$ cat config.mk
export PLATFORM = sky130hd
export DESIGN_NAME = bp_top
export DESIGN_NICKNAME = d
export VERILOG_FILES = /design/src/source/bp_pkg.sv /design/src/source/bp_top.sv /design/src/source/branch_classifier.sv /design/src/source/branch_ctrl.sv /design/src/source/branch_stats.sv /design/src/source/inflight_queue.sv /design/src/source/pattern_table.sv
export SDC_FILE = /design/constraint.sdc
export NUM_CORES = 1
export LEC_CHECK = 0
export ABC_AREA = 1
export BUFFER_PORTS_ARGS = -buffer_cell sky130_fd_sc_hd__buf_2
export CAP_MARGIN = 20
export CELL_PAD_IN_SITES_DETAIL_PLACEMENT = 0
export CELL_PAD_IN_SITES_GLOBAL_PLACEMENT = 1
export CORE_AREA = 2 2 191 193
export CTS_CLUSTER_DIAMETER = 40
export CTS_CLUSTER_SIZE = 10
export DETAILED_ROUTE_END_ITERATION = 8
export DIE_AREA = 0 0 193 195
export GPL_TIMING_DRIVEN = 0
export PLACE_DENSITY_LB_ADDON = 0.1
export SYNTH_ARGS = -nofsm -noshare
export SYNTH_HDL_FRONTEND = slang
export SYNTH_SLANG_ARGS = --single-unit
$ cat constraint.sdc
create_clock -name clk_i -period 3.8 [get_ports clk_i]
set_clock_uncertainty 0.05 [all_clocks]
set_input_delay 0.57 -clock clk_i [delete_from_list [all_inputs] [get_ports clk_i]]
set_output_delay 0.57 -clock clk_i [all_outputs]
set_load 0.1 [all_outputs]
$ cat src/source/bp_pkg.sv
package bp_pkg;

  // Widths that carry a meaning
  typedef logic [31:0] addr_t;   // Fetch PC, byte address
  typedef logic [31:0] instr_t;  // Raw RV32I instruction word
  typedef logic [1:0]  ctr_t;    // Two-bit saturating counter
  typedef logic [15:0] stat_t;   // Event count

  // Counter encodings, upper bit is the predicted direction
  localparam ctr_t CTR_MIN  = 2'd0;  // Strongly not taken
  localparam ctr_t CTR_INIT = 2'd1;  // Weakly not taken
  localparam ctr_t CTR_MAX  = 2'd3;  // Strongly taken

  // RV32I opcodes of interest
  localparam logic [6:0] OPC_BRANCH = 7'b1100011;
  localparam logic [6:0] OPC_JAL    = 7'b1101111;
  localparam logic [6:0] OPC_JALR   = 7'b1100111;  // Indirect, not predicted here

  typedef enum logic [1:0] {
    BR_NONE = 2'd0,
    BR_COND = 2'd1,
    BR_JAL  = 2'd2
  } br_kind_e;

  typedef enum logic {
    ST_RUN      = 1'b0,
    ST_REDIRECT = 1'b1  // One bubble after a miss
  } ctrl_state_e;

  // One queued prediction
  typedef struct packed {
    logic        is_cond;     // Conditional branch, trains the table
    logic        pred_taken;  // Direction handed to fetch
    logic [15:0] tbl_idx;     // Low IDX_BITS used
  } pred_entry_t;

  // Resolve event of the oldest branch
  typedef struct packed {
    logic br;     // Branch resolved this cycle
    logic miss;   // Prediction was wrong
    logic taken;  // Actual outcome
  } res_event_t;

endpackage : bp_pkg

$ cat src/source/bp_top.sv
module bp_top #(
  parameter int IDX_BITS    = 6,
  parameter int HIST_BITS   = 4,
  parameter int QUEUE_DEPTH = 4
) (
  input  logic           clk_i,
  input  logic           rst_i,
  // Fetch side
  input  logic           fetch_vld_i,
  input  bp_pkg::addr_t  fetch_pc_i,
  input  bp_pkg::instr_t instr_i,
  output logic           pred_taken_o,
  output logic           stall_o,
  output bp_pkg::instr_t instr_o,
  // Resolve side, oldest branch
  input  logic           res_vld_i,
  input  logic           res_taken_i,
  // Status
  output logic           br_instr_o,
  output logic           br_miss_o,
  output bp_pkg::stat_t  br_count_o,
  output bp_pkg::stat_t  miss_count_o
);

  bp_pkg::br_kind_e    kind;
  bp_pkg::pred_entry_t fetch_entry;  // Prediction of this fetch
  bp_pkg::pred_entry_t head_entry;   // Oldest in flight
  bp_pkg::res_event_t  res_event;
  logic                push;
  logic                pop;
  logic                flush;
  logic                q_empty;
  logic                q_full;

  branch_classifier u_classifier (
    .fetch_vld_i (fetch_vld_i),
    .instr_i     (instr_i),
    .kind_o      (kind)
  );

  pattern_table #(.IDX_BITS(IDX_BITS), .HIST_BITS(HIST_BITS)) u_table (
    .clk_i      (clk_i),
    .rst_i      (rst_i),
    .fetch_pc_i (fetch_pc_i),
    .kind_i     (kind),
    .entry_o    (fetch_entry),
    .upd_i      (res_event),
    .upd_idx_i  (head_entry.tbl_idx),  // Index saved at fetch
    .upd_cond_i (head_entry.is_cond)
  );

  inflight_queue #(.QUEUE_DEPTH(QUEUE_DEPTH)) u_queue (
    .clk_i        (clk_i),
    .rst_i        (rst_i),
    .push_i       (push),
    .push_entry_i (fetch_entry),
    .pop_i        (pop),
    .flush_i      (flush),
    .head_o       (head_entry),
    .empty_o      (q_empty),
    .full_o       (q_full)
  );

  branch_ctrl u_ctrl (
    .clk_i       (clk_i),
    .rst_i       (rst_i),
    .kind_i      (kind),
    .res_vld_i   (res_vld_i),
    .res_taken_i (res_taken_i),
    .head_i      (head_entry),
    .empty_i     (q_empty),
    .full_i      (q_full),
    .push_o      (push),
    .pop_o       (pop),
    .flush_o     (flush),
    .res_o       (res_event),
    .stall_o     (stall_o),
    .br_instr_o  (br_instr_o),
    .br_miss_o   (br_miss_o)
  );

  branch_stats u_stats (
    .clk_i        (clk_i),
    .rst_i        (rst_i),
    .res_i        (res_event),
    .br_count_o   (br_count_o),
    .miss_count_o (miss_count_o)
  );

  assign pred_taken_o = fetch_entry.pred_taken;  // Driven even during redirect

  // Fetched instruction, one cycle behind
  always_ff @(posedge clk_i) begin
    if (rst_i) instr_o <= '0;
    else       instr_o <= instr_i;
  end

endmodule : bp_top

$ cat src/source/branch_classifier.sv
module branch_classifier (
  input  logic             fetch_vld_i,
  input  bp_pkg::instr_t   instr_i,
  output bp_pkg::br_kind_e kind_o
);

  logic [6:0] opcode;

  assign opcode = instr_i[6:0];

  always_comb begin
    kind_o = bp_pkg::BR_NONE;
    if (fetch_vld_i) begin  // Nothing to classify without a fetch
      case (opcode)
        bp_pkg::OPC_BRANCH: kind_o = bp_pkg::BR_COND;  // BEQ .. BGEU
        bp_pkg::OPC_JAL:    kind_o = bp_pkg::BR_JAL;
        // JALR target comes from a register, left to the core
        bp_pkg::OPC_JALR:   kind_o = bp_pkg::BR_NONE;
        default:            kind_o = bp_pkg::BR_NONE;
      endcase
    end
  end

endmodule : branch_classifier

$ cat src/source/branch_ctrl.sv
module branch_ctrl (
  input  logic                clk_i,
  input  logic                rst_i,
  input  bp_pkg::br_kind_e    kind_i,
  input  logic                res_vld_i,
  input  logic                res_taken_i,
  input  bp_pkg::pred_entry_t head_i,
  input  logic                empty_i,
  input  logic                full_i,
  output logic                push_o,
  output logic                pop_o,
  output logic                flush_o,
  output bp_pkg::res_event_t  res_o,
  output logic                stall_o,
  output logic                br_instr_o,
  output logic                br_miss_o
);

  bp_pkg::ctrl_state_e state_q;
  bp_pkg::ctrl_state_e state_d;
  logic                miss;

  // Head is the oldest branch, the resolve always refers to it
  assign miss = res_vld_i && !empty_i && (head_i.pred_taken != res_taken_i);

  always_comb begin
    res_o       = '0;
    res_o.br    = res_vld_i;
    res_o.miss  = miss;
    res_o.taken = res_taken_i;
  end

  always_comb begin
    state_d = state_q;
    case (state_q)
      bp_pkg::ST_RUN:      if (miss) state_d = bp_pkg::ST_REDIRECT;
      bp_pkg::ST_REDIRECT: state_d = bp_pkg::ST_RUN;  // Single bubble
      default:             state_d = bp_pkg::ST_RUN;
    endcase
  end

  always_ff @(posedge clk_i) begin
    if (rst_i) state_q <= bp_pkg::ST_RUN;
    else       state_q <= state_d;
  end

  assign stall_o = full_i;                     // Level, no handshake
  assign pop_o   = res_vld_i;
  assign flush_o = miss;                       // Kills younger entries and this cycle's push
  assign push_o  = (kind_i != bp_pkg::BR_NONE)
                && (state_q == bp_pkg::ST_RUN)
                && !full_i;

  // Strobes trail the resolve by one cycle
  always_ff @(posedge clk_i) begin
    if (rst_i) begin
      br_instr_o <= 1'b0;
      br_miss_o  <= 1'b0;
    end else begin
      br_instr_o <= res_o.br;
      br_miss_o  <= res_o.miss;
    end
  end

  // After a miss the queue is drained and fetch is in its bubble
  a_flush_drains: assert property (@(posedge clk_i) disable iff (rst_i)
    flush_o |=> empty_i && (state_q == bp_pkg::ST_REDIRECT))
    else $error("branch_ctrl: queue not drained after miss");

endmodule : branch_ctrl

$ cat src/source/branch_stats.sv
module branch_stats (
  input  logic               clk_i,
  input  logic               rst_i,
  input  bp_pkg::res_event_t res_i,
  output bp_pkg::stat_t      br_count_o,
  output bp_pkg::stat_t      miss_count_o
);

  logic br_inc;
  logic miss_inc;

  // Hold at the top value instead of wrapping
  assign br_inc   = res_i.br && (br_count_o != '1);
  assign miss_inc = res_i.br && res_i.miss && (miss_count_o != '1);

  always_ff @(posedge clk_i) begin
    if (rst_i) begin
      br_count_o   <= '0;
      miss_count_o <= '0;
    end else begin
      if (br_inc)   br_count_o   <= br_count_o + 1'b1;  // Every resolve
      if (miss_inc) miss_count_o <= miss_count_o + 1'b1;
    end
  end

endmodule : branch_stats

$ cat src/source/inflight_queue.sv
module inflight_queue #(
  parameter int QUEUE_DEPTH = 4
) (
  input  logic                clk_i,
  input  logic                rst_i,
  input  logic                push_i,
  input  bp_pkg::pred_entry_t push_entry_i,
  input  logic                pop_i,
  input  logic                flush_i,
  output bp_pkg::pred_entry_t head_o,
  output logic                empty_o,
  output logic                full_o
);

  localparam int PTR_W = (QUEUE_DEPTH > 1) ? $clog2(QUEUE_DEPTH) : 1;
  localparam int CNT_W = $clog2(QUEUE_DEPTH + 1);
  localparam logic [PTR_W-1:0] LAST_PTR = PTR_W'(QUEUE_DEPTH - 1);
  localparam logic [CNT_W-1:0] FULL_CNT = CNT_W'(QUEUE_DEPTH);

  bp_pkg::pred_entry_t mem_q [QUEUE_DEPTH];
  logic [PTR_W-1:0]    wr_ptr_q;
  logic [PTR_W-1:0]    rd_ptr_q;
  logic [CNT_W-1:0]    cnt_q;    // Occupancy
  logic                do_push;
  logic                do_pop;

  // Wrap also works for depths that are not a power of two
  function automatic logic [PTR_W-1:0] ptr_inc(input logic [PTR_W-1:0] ptr);
    return (ptr == LAST_PTR) ? '0 : ptr + 1'b1;
  endfunction

  assign do_push = push_i && !flush_i;             // Flush wins over everything
  assign do_pop  = pop_i && !flush_i && !empty_o;

  always_ff @(posedge clk_i) begin
    if (do_push) mem_q[wr_ptr_q] <= push_entry_i;  // Payload, no reset
  end

  always_ff @(posedge clk_i) begin
    if (rst_i || flush_i) begin
      wr_ptr_q <= '0;
      rd_ptr_q <= '0;
      cnt_q    <= '0;
    end else begin
      if (do_push) wr_ptr_q <= ptr_inc(wr_ptr_q);
      if (do_pop)  rd_ptr_q <= ptr_inc(rd_ptr_q);
      case ({do_push, do_pop})
        2'b10:   cnt_q <= cnt_q + 1'b1;
        2'b01:   cnt_q <= cnt_q - 1'b1;
        default: cnt_q <= cnt_q;  // Both or neither
      endcase
    end
  end

  assign head_o  = mem_q[rd_ptr_q];
  assign empty_o = (cnt_q == '0);
  assign full_o  = (cnt_q == FULL_CNT);

  // A resolve needs a queued branch
  a_no_pop_empty: assert property (@(posedge clk_i) disable iff (rst_i)
    pop_i |-> !empty_o)
    else $error("inflight_queue: pop while empty");

  // Control must hold fetch while the stall is up
  a_no_push_full: assert property (@(posedge clk_i) disable iff (rst_i)
    push_i |-> !full_o)
    else $error("inflight_queue: push while full");

endmodule : inflight_queue

$ cat src/source/pattern_table.sv
module pattern_table #(
  parameter int IDX_BITS  = 6,
  parameter int HIST_BITS = 4
) (
  input  logic                clk_i,
  input  logic                rst_i,
  input  bp_pkg::addr_t       fetch_pc_i,
  input  bp_pkg::br_kind_e    kind_i,
  output bp_pkg::pred_entry_t entry_o,
  input  bp_pkg::res_event_t  upd_i,
  input  logic [15:0]         upd_idx_i,
  input  logic                upd_cond_i
);

  localparam int TBL_SIZE = 1 << IDX_BITS;
  // History occupies the low HIST_BITS of the index, zero width gives bimodal
  localparam logic [IDX_BITS-1:0] HIST_MASK = IDX_BITS'((1 << HIST_BITS) - 1);

  bp_pkg::ctr_t        tbl_q [TBL_SIZE];
  logic [IDX_BITS-1:0] hist_q;     // Newest outcome in bit 0
  logic [IDX_BITS-1:0] fetch_idx;  // gshare index of this fetch
  logic [IDX_BITS-1:0] upd_idx;
  bp_pkg::ctr_t        fetch_ctr;
  bp_pkg::ctr_t        upd_ctr;
  logic                upd_en;

  // PC bits 1:0 are always zero for RV32I without C
  assign fetch_idx = fetch_pc_i[IDX_BITS+1:2] ^ hist_q;
  assign fetch_ctr = tbl_q[fetch_idx];

  always_comb begin
    entry_o            = '0;
    entry_o.is_cond    = (kind_i == bp_pkg::BR_COND);
    entry_o.tbl_idx    = 16'(fetch_idx);
    case (kind_i)
      bp_pkg::BR_JAL:  entry_o.pred_taken = 1'b1;          // Always taken
      bp_pkg::BR_COND: entry_o.pred_taken = fetch_ctr[1];  // Counter MSB
      default:         entry_o.pred_taken = 1'b0;
    endcase
  end

  // Only conditional branches train the table and history
  assign upd_en  = upd_i.br && upd_cond_i;
  assign upd_idx = upd_idx_i[IDX_BITS-1:0];
  assign upd_ctr = tbl_q[upd_idx];

  always_ff @(posedge clk_i) begin
    if (rst_i) begin
      for (int i = 0; i < TBL_SIZE; i++) begin
        tbl_q[i] <= bp_pkg::CTR_INIT;
      end
    end else if (upd_en) begin
      if (upd_i.taken) begin
        if (upd_ctr != bp_pkg::CTR_MAX) tbl_q[upd_idx] <= upd_ctr + 2'd1;  // Saturate up
      end else begin
        if (upd_ctr != bp_pkg::CTR_MIN) tbl_q[upd_idx] <= upd_ctr - 2'd1;  // Saturate down
      end
    end
  end

  // Global history, committed at resolve only
  always_ff @(posedge clk_i) begin
    if (rst_i) begin
      hist_q <= '0;
    end else if (upd_en) begin
      hist_q <= IDX_BITS'({hist_q, upd_i.taken}) & HIST_MASK;  // Oldest bit drops off
    end
  end

endmodule : pattern_table

# Word level (Yosys, flattened, before mapping)
# Memory sizes are Yosys's and may differ from the RTL's. A register that Yosys moved wholly into a read port is not among the register bits.
# Cells that the tools add are included.
# totals
mem_count	2
word_cells	84
output_inout_bits	68
ff_bits	78
ram_bits	160
# mem_list
memory	depth	width	rd	rd_clocked_by_memory_dff	write_ports	line_no	text
u_table.tbl_q	64	2	2	0	64	pattern_table.sv:19	bp_pkg::ctr_t tbl_q [TBL_SIZE];
u_queue.mem_q	4	8	1	1	1	inflight_queue.sv:20	bp_pkg::pred_entry_t mem_q [QUEUE_DEPTH];
# classes
bitwise_logic	3
n_mux	28
addsub	8
reduce_logical	20
n_eq_ne	13
# op_table
op	count
adder 16 x 1 -> 16 bit (second input constant)	2
inequality test 16 bit (second input constant)	2
2-to-1 mux 1 bit	16
== test 7 bit (second input constant)	2
2-to-1 mux 2 bit	7
logical AND 1 bit	11
== test 2 bit (second input constant)	4
adder 2 x 1 -> 2 bit (second input constant)	3
2-to-1 mux 6 bit	1
one-hot mux 3 bit (2 select lines)	1
nonzero test 2 bit	3
bitwise XOR 6 x 4 -> 6 bit	1
== test 2 x 1 -> 1 bit (second input constant)	2
one-hot mux 1 bit (2 select lines)	2
one-hot mux 2 bit (2 select lines)	1
adder 3 x 1 -> 3 bit (second input constant)	1
== test 3 bit (second input constant)	1
zero test 1 bit	3
zero test 3 bit	1
subtractor 3 x 1 -> 3 bit (second input constant)	1
inequality test 2 bit (second input constant)	1
OR reduction 2 bit	1
subtractor 2 x 1 -> 2 bit (second input constant)	1
logical OR 1 bit	1
other kinds (3)	3

# Longest topological paths before layout
# Gate-level depths: netlist (run 1).
# An unclocked memory read counts as a cell.
# logic_depth
ltp_word	10
ltp_mapped	22
mapped_depth_nobuf	18

# Hierarchy
# A second synthesis (run 1) with hierarchy kept.
# hier_totals
cells_unflattened	1750
area_unflattened_um2	14360.0
# by_module_without_submodules
module	area_per_inst_um2	cells_each	n_inst
pattern_table	8102.8	1080	1
inflight_queue	3215.6	245	1
branch_stats	1923.1	294	1
bp_top	914.6	99	1
branch_ctrl	162.7	22	1
branch_classifier	41.3	10	1

# Least setup slack after synthesis (run 1)
# Ideal clock, no wire load.
# synth_path
path_type	flip-flop to flip-flop
start	register u_queue.cnt_q[2]
end	register u_queue.cnt_q[2]
synth_period_minus_slack_ns	4.049
setup_slack_ns	-0.249
path_buffers	0
required_time_ns	3.631
stages_incl_launch_ff	12
arrival_ns	3.881
path_cell_list	dfxtp_1 > inv_1 > nor3_1 > nor3_1 > nand2_1 > ha_1 > inv_1 > fa_1 > a21oi_1 > o21ai_0 > xor2_1 > nor2_1
# synth_between
elab_cells_between_ends	18
cone_classes	add/sub (2); eq/ne (3); mux (1); reduce/logical (12)
# synth_rtl
item	line_no	text
from (decl)	inflight_queue.sv:23	logic [CNT_W-1:0] cnt_q;
from (signal assigned)	inflight_queue.sv:48	2'b10: cnt_q <= cnt_q + 1'b1;
from (signal assigned)	inflight_queue.sv:49	2'b01: cnt_q <= cnt_q - 1'b1;
from (signal assigned)	inflight_queue.sv:50	default: cnt_q <= cnt_q;
== test 3 bit *	inflight_queue.sv:57	assign full_o = (cnt_q == FULL_CNT);
named net stall_o	bp_top.sv:13	output logic stall_o,
zero test 1 bit *	branch_ctrl.sv:52	&& !full_i;
logical AND 1 bit *	branch_ctrl.sv:52	
logical AND 1 bit *	inflight_queue.sv:32	assign do_push = push_i && !flush_i;
== test 2 x 1 -> 1 bit or == test 2 bit (tied branches)	inflight_queue.sv:47	case ({do_push, do_pop})
one-hot mux 3 bit (2 select lines) or nonzero test 2 bit (tied branches)	-	
# Mark *: on every way through the listed nets, which the timed path passes. The rest lies on a longest branch.
# A chain may end at the register's enable or synchronous reset.

# Worst setup path in the final report (run 1)
# layout_path
start	register u_table.hist_q[0]
end	output pred_taken_o
# layout_between
elab_chain_len	3
# layout_rtl
item	line_no	text
from (decl)	pattern_table.sv:20	logic [IDX_BITS-1:0] hist_q;
from (signal assigned)	pattern_table.sv:66	hist_q <= IDX_BITS'({hist_q, upd_i.taken}) & HIST_MASK;
bitwise XOR 6 x 4 -> 6 bit	pattern_table.sv:28	assign fetch_idx = fetch_pc_i[IDX_BITS+1:2] ^ hist_q;
memory read (64 x 2 bit)	-	
one-hot mux 1 bit (2 select lines)	pattern_table.sv:35	case (kind_i)
to (decl)	bp_top.sv:12	output logic pred_taken_o,
# No other way between the ends.

==> flow_summary.json, run 1 <==
{
  "core_sq_um": 35400,
  "cts_tree": "built",
  "yosysUniqueCellTypes": 43,
  "vias": 11114,
  "pwr-share-seq_pct": 39.9,
  "n_antenna_cell": 0,
  "hold_viol_final": 0,
  "dr.pass1.iters": 5,
  "reg2reg_depth": 17,
  "cts_max_path_buffers": 3,
  "syn_nets": 1606,
  "cp-end-kind": "output port",
  "finalSetupViolCount": 0,
  "syn2layout_area_growth_pct": 22.24,
  "wl_per_cell_microns": 20.63,
  "drc": 0,
  "async_flop_share_pct": 0,
  "fin_nets": 1771,
  "cp.arrival_ns": 3.07,
  "r2r_slack_ns": 0.20,
  "crit_chain": "or2_2 -> nand2_4 -> clkbuf_2 -> o21ai_0 -> o211ai_1 -> nand3_1 -> nand3_1 -> nand3_1 -> nand2_1 -> a21oi_1 -> nor2_2 -> buf_8",
  "start_util_pct": 34.72,
  "std_cell_rows": 69,
  "max_clock_freq_mhz": 270.9,
  "yosysTopAreaCellShare_pct": 39.09,
  "syn_area_sq_um": 12290,
  "vias_per_cell": 5.089,
  "finalMaxSlewViolations": 0,
  "cts_num_sinks": 240,
  "clockRootBuffer": "clkbuf_16",
  "cpLargestDelayFamily": "simple AND/OR/NAND/NOR gates",
  "num-fill-cells": 3625,
  "worstMarginPinSlew_ns": 1.079,
  "clk_pin_slew_ns": 0.05,
  "hp-class": "in -> reg",
  "clk_latency_ns": 0.55,
  "syn_area_per_cell_sq_um": 8.059,
  "grt_pass1_wl_microns": 66990,
  "grt_overflow_total": 0,
  "max_stage_delay_ns": 0.35,
  "p_switching_mw": 1.740,
  "layout_commonest_cell": "nand2_1",
  "synth-warning-count": 0,
  "slew_headroom_pct": 28.04,
  "die_y_microns": 195,
  "antenna_found_initial": 0,
  "seq_area_frac_synth_pct": 52.12,
  "worstSetupStartpointType": "flop",
  "synth_ff_type": "edfxtp_1",
  "synth_top_area_cell": "edfxtp_1",
  "power_frac_comb_pct": 6.6,
  "dieArea_sq_um": 37640,
  "path_buf_inv": 2,
  "cpMostUsedCell": "nand3_1",
  "ant_nets": 0,
  "io_buffer_count": 110,
  "drive_gt1_share_pct": 17.30,
  "final_util_pct": 42.45,
  "period_share_pct": 97.16,
  "synthTopCellsByArea": "edfxtp_1 39%, dfxtp_1 13%, nand2_1 11%",
  "totalWireLength_microns": 45060,
  "cts_buffers": 43,
  "p_per_area_nw_per_um2": 475.5,
  "placed_cells": 2098,
  "synth-seq-cells": 240,
  "ioPinCount": 137,
  "r2r-end": "u_table.tbl_q[5][0]",
  "p_sw_share_pct": 24.35,
  "dp_hpwl_microns": 31200,
  "rsz0062_at_grt": "no",
  "status": "completed",
  "final_cells": 2184,
  "initialDrtViolationCount": 905,
  "synthCells": 1525,
  "cp.required_ns": 3.18,
  "endpoint": "pred_taken_o",
  "maxCapViolations": 0,
  "grt_pass1_vias": 10662,
  "path_max_fanout": 10,
  "p_leak_nw": 6.272,
  "grt_start_max_net_pins": 14,
  "track_usage_pct": 24.42,
  "die_w_microns": 193,
  "clock_power_share_pct": 53.5,
  "vdd_ir_drop_max_mv": 0.2870,
  "cts_max_level": 2,
  "fin_crit_ns": 3.692,
  "crit_start": "u_table.hist_q[0]",
  "min_from": "instr_i[8]",
  "final.setup.tns_ns": 0,
  "layout_common_cells": "359 x nand2_1, 263 x nor2_1, 182 x nand3_1",
  "place_congestion": 0.9486,
  "p_int_mw": 5.404,
  "synth-edff-count": 160,
  "critPathKind": "reg -> out",
  "slowest_stage": "clkbuf_2",
  "crit_cells": 12
}
-- stage by stage --
stage | worst slack (ns) | hold WS [ns] | power [mW] | instance area [sq um]
floorplan | 0.4678 | 0.3526 | 3.204 | 12300
global placement | -1.285 | 0.3723 | 3.357 | 13430
detailed placement | -0.7632 | 0.3872 | 3.361 | 13440
CTS | 0.03677 | 0.1543 | 7.199 | 14960
global route | 0.006663 | 0.1689 | 7.364 | 15020
finish | 0.1079 | 0.1749 | 7.144 | 15020
-- synthesized netlist by cell type, types with 2 or more instances --
master / instances
buf_6: 9
nand3b_1: 19
xor2_1: 2
and3_1: 3
o21ai_1: 15
o211a_1: 2
buf_4: 12
ha_1: 11
clkbuf_1: 24
a211oi_1: 3
dfxtp_1: 80
nor3_1: 21
nor2_4: 3
nand3_1: 182
nand3_2: 3
nand2_2: 4
o21ai_0: 43
nand4_1: 6
a21oi_1: 32
or2_2: 18
nor3b_1: 2
inv_2: 9
buf_1: 5
buf_2: 30
inv_1: 149
nor2_1: 264
o21bai_1: 2
xnor2_1: 4
o211ai_1: 33
nor4_1: 4
edfxtp_1: 160
nand2_1: 360
-- sequential cells by signal, indices dropped and copies added (netlist names), named ones only --
register	flops
instr_o	32
u_stats.br_count_o	16
u_ctrl.state_q	1
u_queue.cnt_q	3
u_ctrl.br_miss_o	1
u_queue.rd_ptr_q	2
u_ctrl.br_instr_o	1
u_queue.wr_ptr_q	2
u_table.hist_q	4
u_queue.mem_q	32
u_stats.miss_count_o	16
u_table.tbl_q	128
-- cell families (layout without fill, tap and decap cells) --
kind of cell / after synthesis / in the layout / share of synthesized area (%)
simple gates: 894 / 894 / 31.23
flops: 240 / 240 / 52.12
buf+inv: 239 / 437 / 8.521
compound gates: 134 / 134 / 6.414
fa+ha+maj: 12 / 12 / 1.283
xor+xnor: 6 / 6 / 0.4276
-- worst min-delay path: stages --
cell and delay [ns]:
buf_2 0.07, inv_1 0.03, nor2_1 0.06
-- worst min path at each step --
stage,to,slack [ns],cells after the start
after floorplan,u_ctrl.state_q,0.35,1
after global placement,u_ctrl.state_q,0.37,1
after detailed placement,u_ctrl.state_q,0.39,1
after CTS,instr_o[26],0.15,3
after global routing,instr_o[28],0.17,3
final,instr_o[8],0.17,3
-- cell type report --
class / instances / area [sq um] / area share (%)
Timing Repair Buffer: 120 / 635.6 / 4.231
Inverter: 159 / 601.8 / 4.006
Clock buffer: 49 / 1130 / 7.520
Sequential cell: 240 / 6407 / 42.65
Tap cell: 461 / 576.8 / 3.839
Multi-Input combinational cell: 1046 / 4886 / 32.52
Buffer: 80 / 478.0 / 3.181
Clock inverter: 29 / 309.0 / 2.057
-- timing repair --
action | 4_1_cts | 5_1_grt
setup endpoints to repair | 14 | 30
hold buffers | 0 | 0
pin swaps | 1 | 3
resized for setup | 23 | 6
buffers inserted | 1 | 7
-- layer usage --
metal / routed length (microns) / vias up / GRT usage (%)
li1: - / 5350 / -
met1: 19960 / 5221 / 33.34
met2: 20180 / 445 / 37.67
met3: 3088 / 98 / 4.673
met4: 1829 / 0 / 10.55
met5: 0 / - / 0
-- power groups by stage --
stage	clock network (mW)	registers [mW]	logic, mW
2_1_floorplan	0	3.04	0.165
3_3_place_gp	0	2.90	0.457
3_5_place_dp	0	2.90	0.460
4_1_cts	3.88	2.85	0.466
5_1_grt	4.01	2.85	0.500
6_report	3.82	2.85	0.474
Power figures use the tool's default switching activity.
==> run 2, diff against run 1 <==
--- a/config.mk
+++ b/config.mk
@@ -5,16 +5,15 @@
 export SDC_FILE = /design/constraint.sdc
 export NUM_CORES = 1
 export LEC_CHECK = 0
-export ABC_AREA = 1
 export BUFFER_PORTS_ARGS = -buffer_cell sky130_fd_sc_hd__buf_2
 export CAP_MARGIN = 20
 export CELL_PAD_IN_SITES_DETAIL_PLACEMENT = 0
 export CELL_PAD_IN_SITES_GLOBAL_PLACEMENT = 1
-export CORE_AREA = 2 2 191 193
+export CORE_AREA = 2 2 187 189
 export CTS_CLUSTER_DIAMETER = 40
 export CTS_CLUSTER_SIZE = 10
 export DETAILED_ROUTE_END_ITERATION = 8
-export DIE_AREA = 0 0 193 195
+export DIE_AREA = 0 0 189 191
 export GPL_TIMING_DRIVEN = 0
 export PLACE_DENSITY_LB_ADDON = 0.1
 export SYNTH_ARGS = -nofsm -noshare
==> constraint.sdc (replaced) <==
create_clock -name clk_i -period 3.42 [get_ports clk_i]
set_clock_uncertainty 0.05 [all_clocks]
set_input_delay 0.513 -clock clk_i [delete_from_list [all_inputs] [get_ports clk_i]]
set_output_delay 0.513 -clock clk_i [all_outputs]
set_load 0.1 [all_outputs]
==> flow_summary.json, run 2 <==
{
  "status": "finished with violations",
  "violations": "setup timing",
  "clk_latency_ns": 0.55,
  "worstSetupStartpointType": "flop",
  "cts_num_sinks": 240,
  "grt_overflow_total": 0,
  "fin_crit_ns": 4.002,
  "cts_tree": "built",
  "seq_area_frac_synth_pct": 54.38,
  "period_share_pct": 117.0,
  "drc": 0,
  "layout_commonest_cell": "edfxtp_1",
  "max_stage_delay_ns": 0.56,
  "hp-class": "in -> reg",
  "grt_start_max_net_pins": 14,
  "wl_per_cell_microns": 25.38,
  "cpMostUsedCell": "mux4_2",
  "finalInstanceArea_sq_um": 16630,
  "finalSetupViolCount": 217,
  "synth_most_common_cell": "edfxtp_1",
  "cts_max_level": 2,
  "met2_usage_pct": 40.24,
  "synthCells": 1065,
  "gr-usage-met1_pct": 32.45,
  "r2r_slack_ns": -0.48,
  "clockRootBuffer": "clkbuf_16",
  "fin_nets": 1373,
  "die_y_microns": 191,
  "critPathKind": "reg -> out",
  "reg2reg_depth": 14,
  "path_max_fanout": 5,
  "ioPinCount": 137,
  "rsz0062_at_grt": "yes",
  "initialDrtViolationCount": 803,
  "track_usage_pct": 24.74,
  "largest-register": "u_table.tbl_q",
  "crit_cells": 8,
  "yosysUniqueCellTypes": 61,
  "largest_reg_flops": 128,
  "cp.arrival_ns": 3.44,
  "io_buffer_count": 108,
  "slowest_stage": "mux4_2",
  "die_w_microns": 189,
  "synth_top_area_cell": "edfxtp_1",
  "netlist_top_cells_count": "160 x edfxtp_1, 150 x nand2_1, 101 x nor2_1, 80 x dfxtp_1, 79 x a21oi_1",
  "vias_per_cell": 5.622,
  "path_buf_inv": 2,
  "drive_gt1_share_pct": 39.74,
  "clk_pin_slew_ns": 0.05,
  "worstMarginPinSlew_ns": 1.248,
  "grt_pass1_wl_microns": 65180,
  "syn2layout_area_growth_pct": 41.15,
  "synth-edff-count": 160,
  "top_regs": "u_table.tbl_q: 128 flops, instr_o: 32 flops, u_queue.mem_q: 32 flops",
  "maxCapViolations": 0,
  "dieArea_sq_um": 36100,
  "p_leak_nw": 5.846,
  "min_from": "instr_i[29]",
  "cp-end-kind": "output port",
  "syn_nets": 1146,
  "totalWireLength_microns": 45210,
  "vias": 10012,
  "p_per_area_nw_per_um2": 478.7,
  "dr.pass1.iters": 6,
  "grt_pass1_vias": 9818,
  "design_power_total_mw": 7.960,
  "synth-warning-count": 0,
  "antenna_found_initial": 1,
  "dp_hpwl_microns": 29830,
  "hold_depth": 2,
  "place_congestion": 0.8924,
  "busiest_layer": "met2",
  "final.setup.tns_ns": -80.90,
  "dpl-instance-area_sq_um": 13040,
  "cts_max_path_buffers": 3,
  "yosysTopAreaCellShare_pct": 40.79,
  "hold_viol_final": 0,
  "std_cell_rows": 68,
  "cp.required_ns": 2.86,
  "finalMaxSlewViolations": 0,
  "ant_nets": 0,
  "async_flop_share_pct": 0,
  "crit_chain": "xnor2_4 -> clkbuf_16 -> mux4_2 -> mux4_2 -> mux4_2 -> a21oi_2 -> nor2_4 -> buf_12",
  "cpLargestDelayFamily": "multiplexers",
  "grt_util_met3_pct": 4.351,
  "holdWs_ns": 0.1328,
  "vdd_ir_drop_max_mv": 0.3030,
  "start_util_pct": 34.53,
  "finalWorstSetupSlack_ns": -0.5823,
  "syn_area_per_cell_sq_um": 11.06,
  "cts_buffers": 44,
  "core_sq_um": 34120,
  "synthTopCellsByArea": "edfxtp_1 41%, dfxtp_1 14%, mux4_2 5.9%",
  "max_clock_freq_mhz": 249.9,
  "final_util_pct": 48.73,
  "slew_headroom_pct": 16.20,
  "crit_start": "u_table.hist_q[0]",
  "n_antenna_cell": 0,
  "layout_common_cells": "160 x edfxtp_1, 129 x nand2_1, 109 x buf_2",
  "syn_area_sq_um": 11780,
  "synth_ff_type": "edfxtp_1",
  "synth-seq-cells": 240
}
run 2: cell count changes after synthesis, moves of 64 or more:
cell / delta
nand2_1: -210
inv_1: -131
nor2_1: -163
a31o_1: +64
nand3_1: -155
run 2: worst reg2reg max path: stages (launching register included):
cell and delay (ns):
dfxtp_4 0.38, buf_12 0.13, mux4_2 0.60, buf_8 0.19
buf_6 0.13, buf_12 0.13, and2_4 0.13, o211ai_1 0.19
o211ai_1 0.22, buf_4 0.19, or4_4 0.44, o22a_4 0.31
buf_12 0.18, buf_12 0.16, a31o_4 0.24
run 2: metal layers:
metal  routed length (microns)  share of wire [%]
met1                     18580                 41
met2                     21040                 47
met3                      3596                8.0
met4                      1982                4.4
met5                         0                  0
run 2: worst paths after layout:
kind | end
worst max-delay path | pred_taken_o
worst min register to register | u_ctrl.state_q
worst max register to register | u_table.tbl_q[31][1]
worst min-delay path | instr_o[29]
run 2: final cells by class:
cell class | instances | area (sq um)
Fill cell | 3153 | 17490
Sequential cell | 240 | 6415
Multi-Input combinational cell | 729 | 5942
Timing Repair Buffer | 190 | 1608
Clock buffer | 56 | 1240
Buffer | 69 | 615.6
Tap cell | 455 | 569.3
Clock inverter | 24 | 170.2
Inverter | 18 | 67.56
run 2: where the power goes:
part / total [mW] / internal [mW] / switching, mW
registers: 3.17 / 3.14 / 0.0276
logic: 0.650 / 0.229 / 0.420
clock network: 4.15 / 2.64 / 1.51
run 2: stage by stage:
step / worst slack, ns / cells
final: -0.5823 / 1781
after global routing: -0.6417 / 1781
after CTS: -0.5961 / 1771
after detailed placement: -1.534 / 1635
after global placement: -1.498 / 1628
after floorplan: -0.008646 / 1065
run 2: repair_timing:
item | CTS | global route
pin swaps | 12 | 45
gates resized for setup | 222 | 117
hold buffers | 0 | 0
setup endpoints to repair | 268 | 266
buffers inserted | 44 | 22
cloned | 16 | 1
run 2: cell families after synthesis:
family / share of synthesized area [%]
xor gates and xnor gates: 2.230
buffers and inverters: 3.845
muxes: 8.901
AOI/OAI and AO/OA: 13.69
and+or+nand+nor: 15.61
DFF: 54.38
adders and majority gates: 1.338
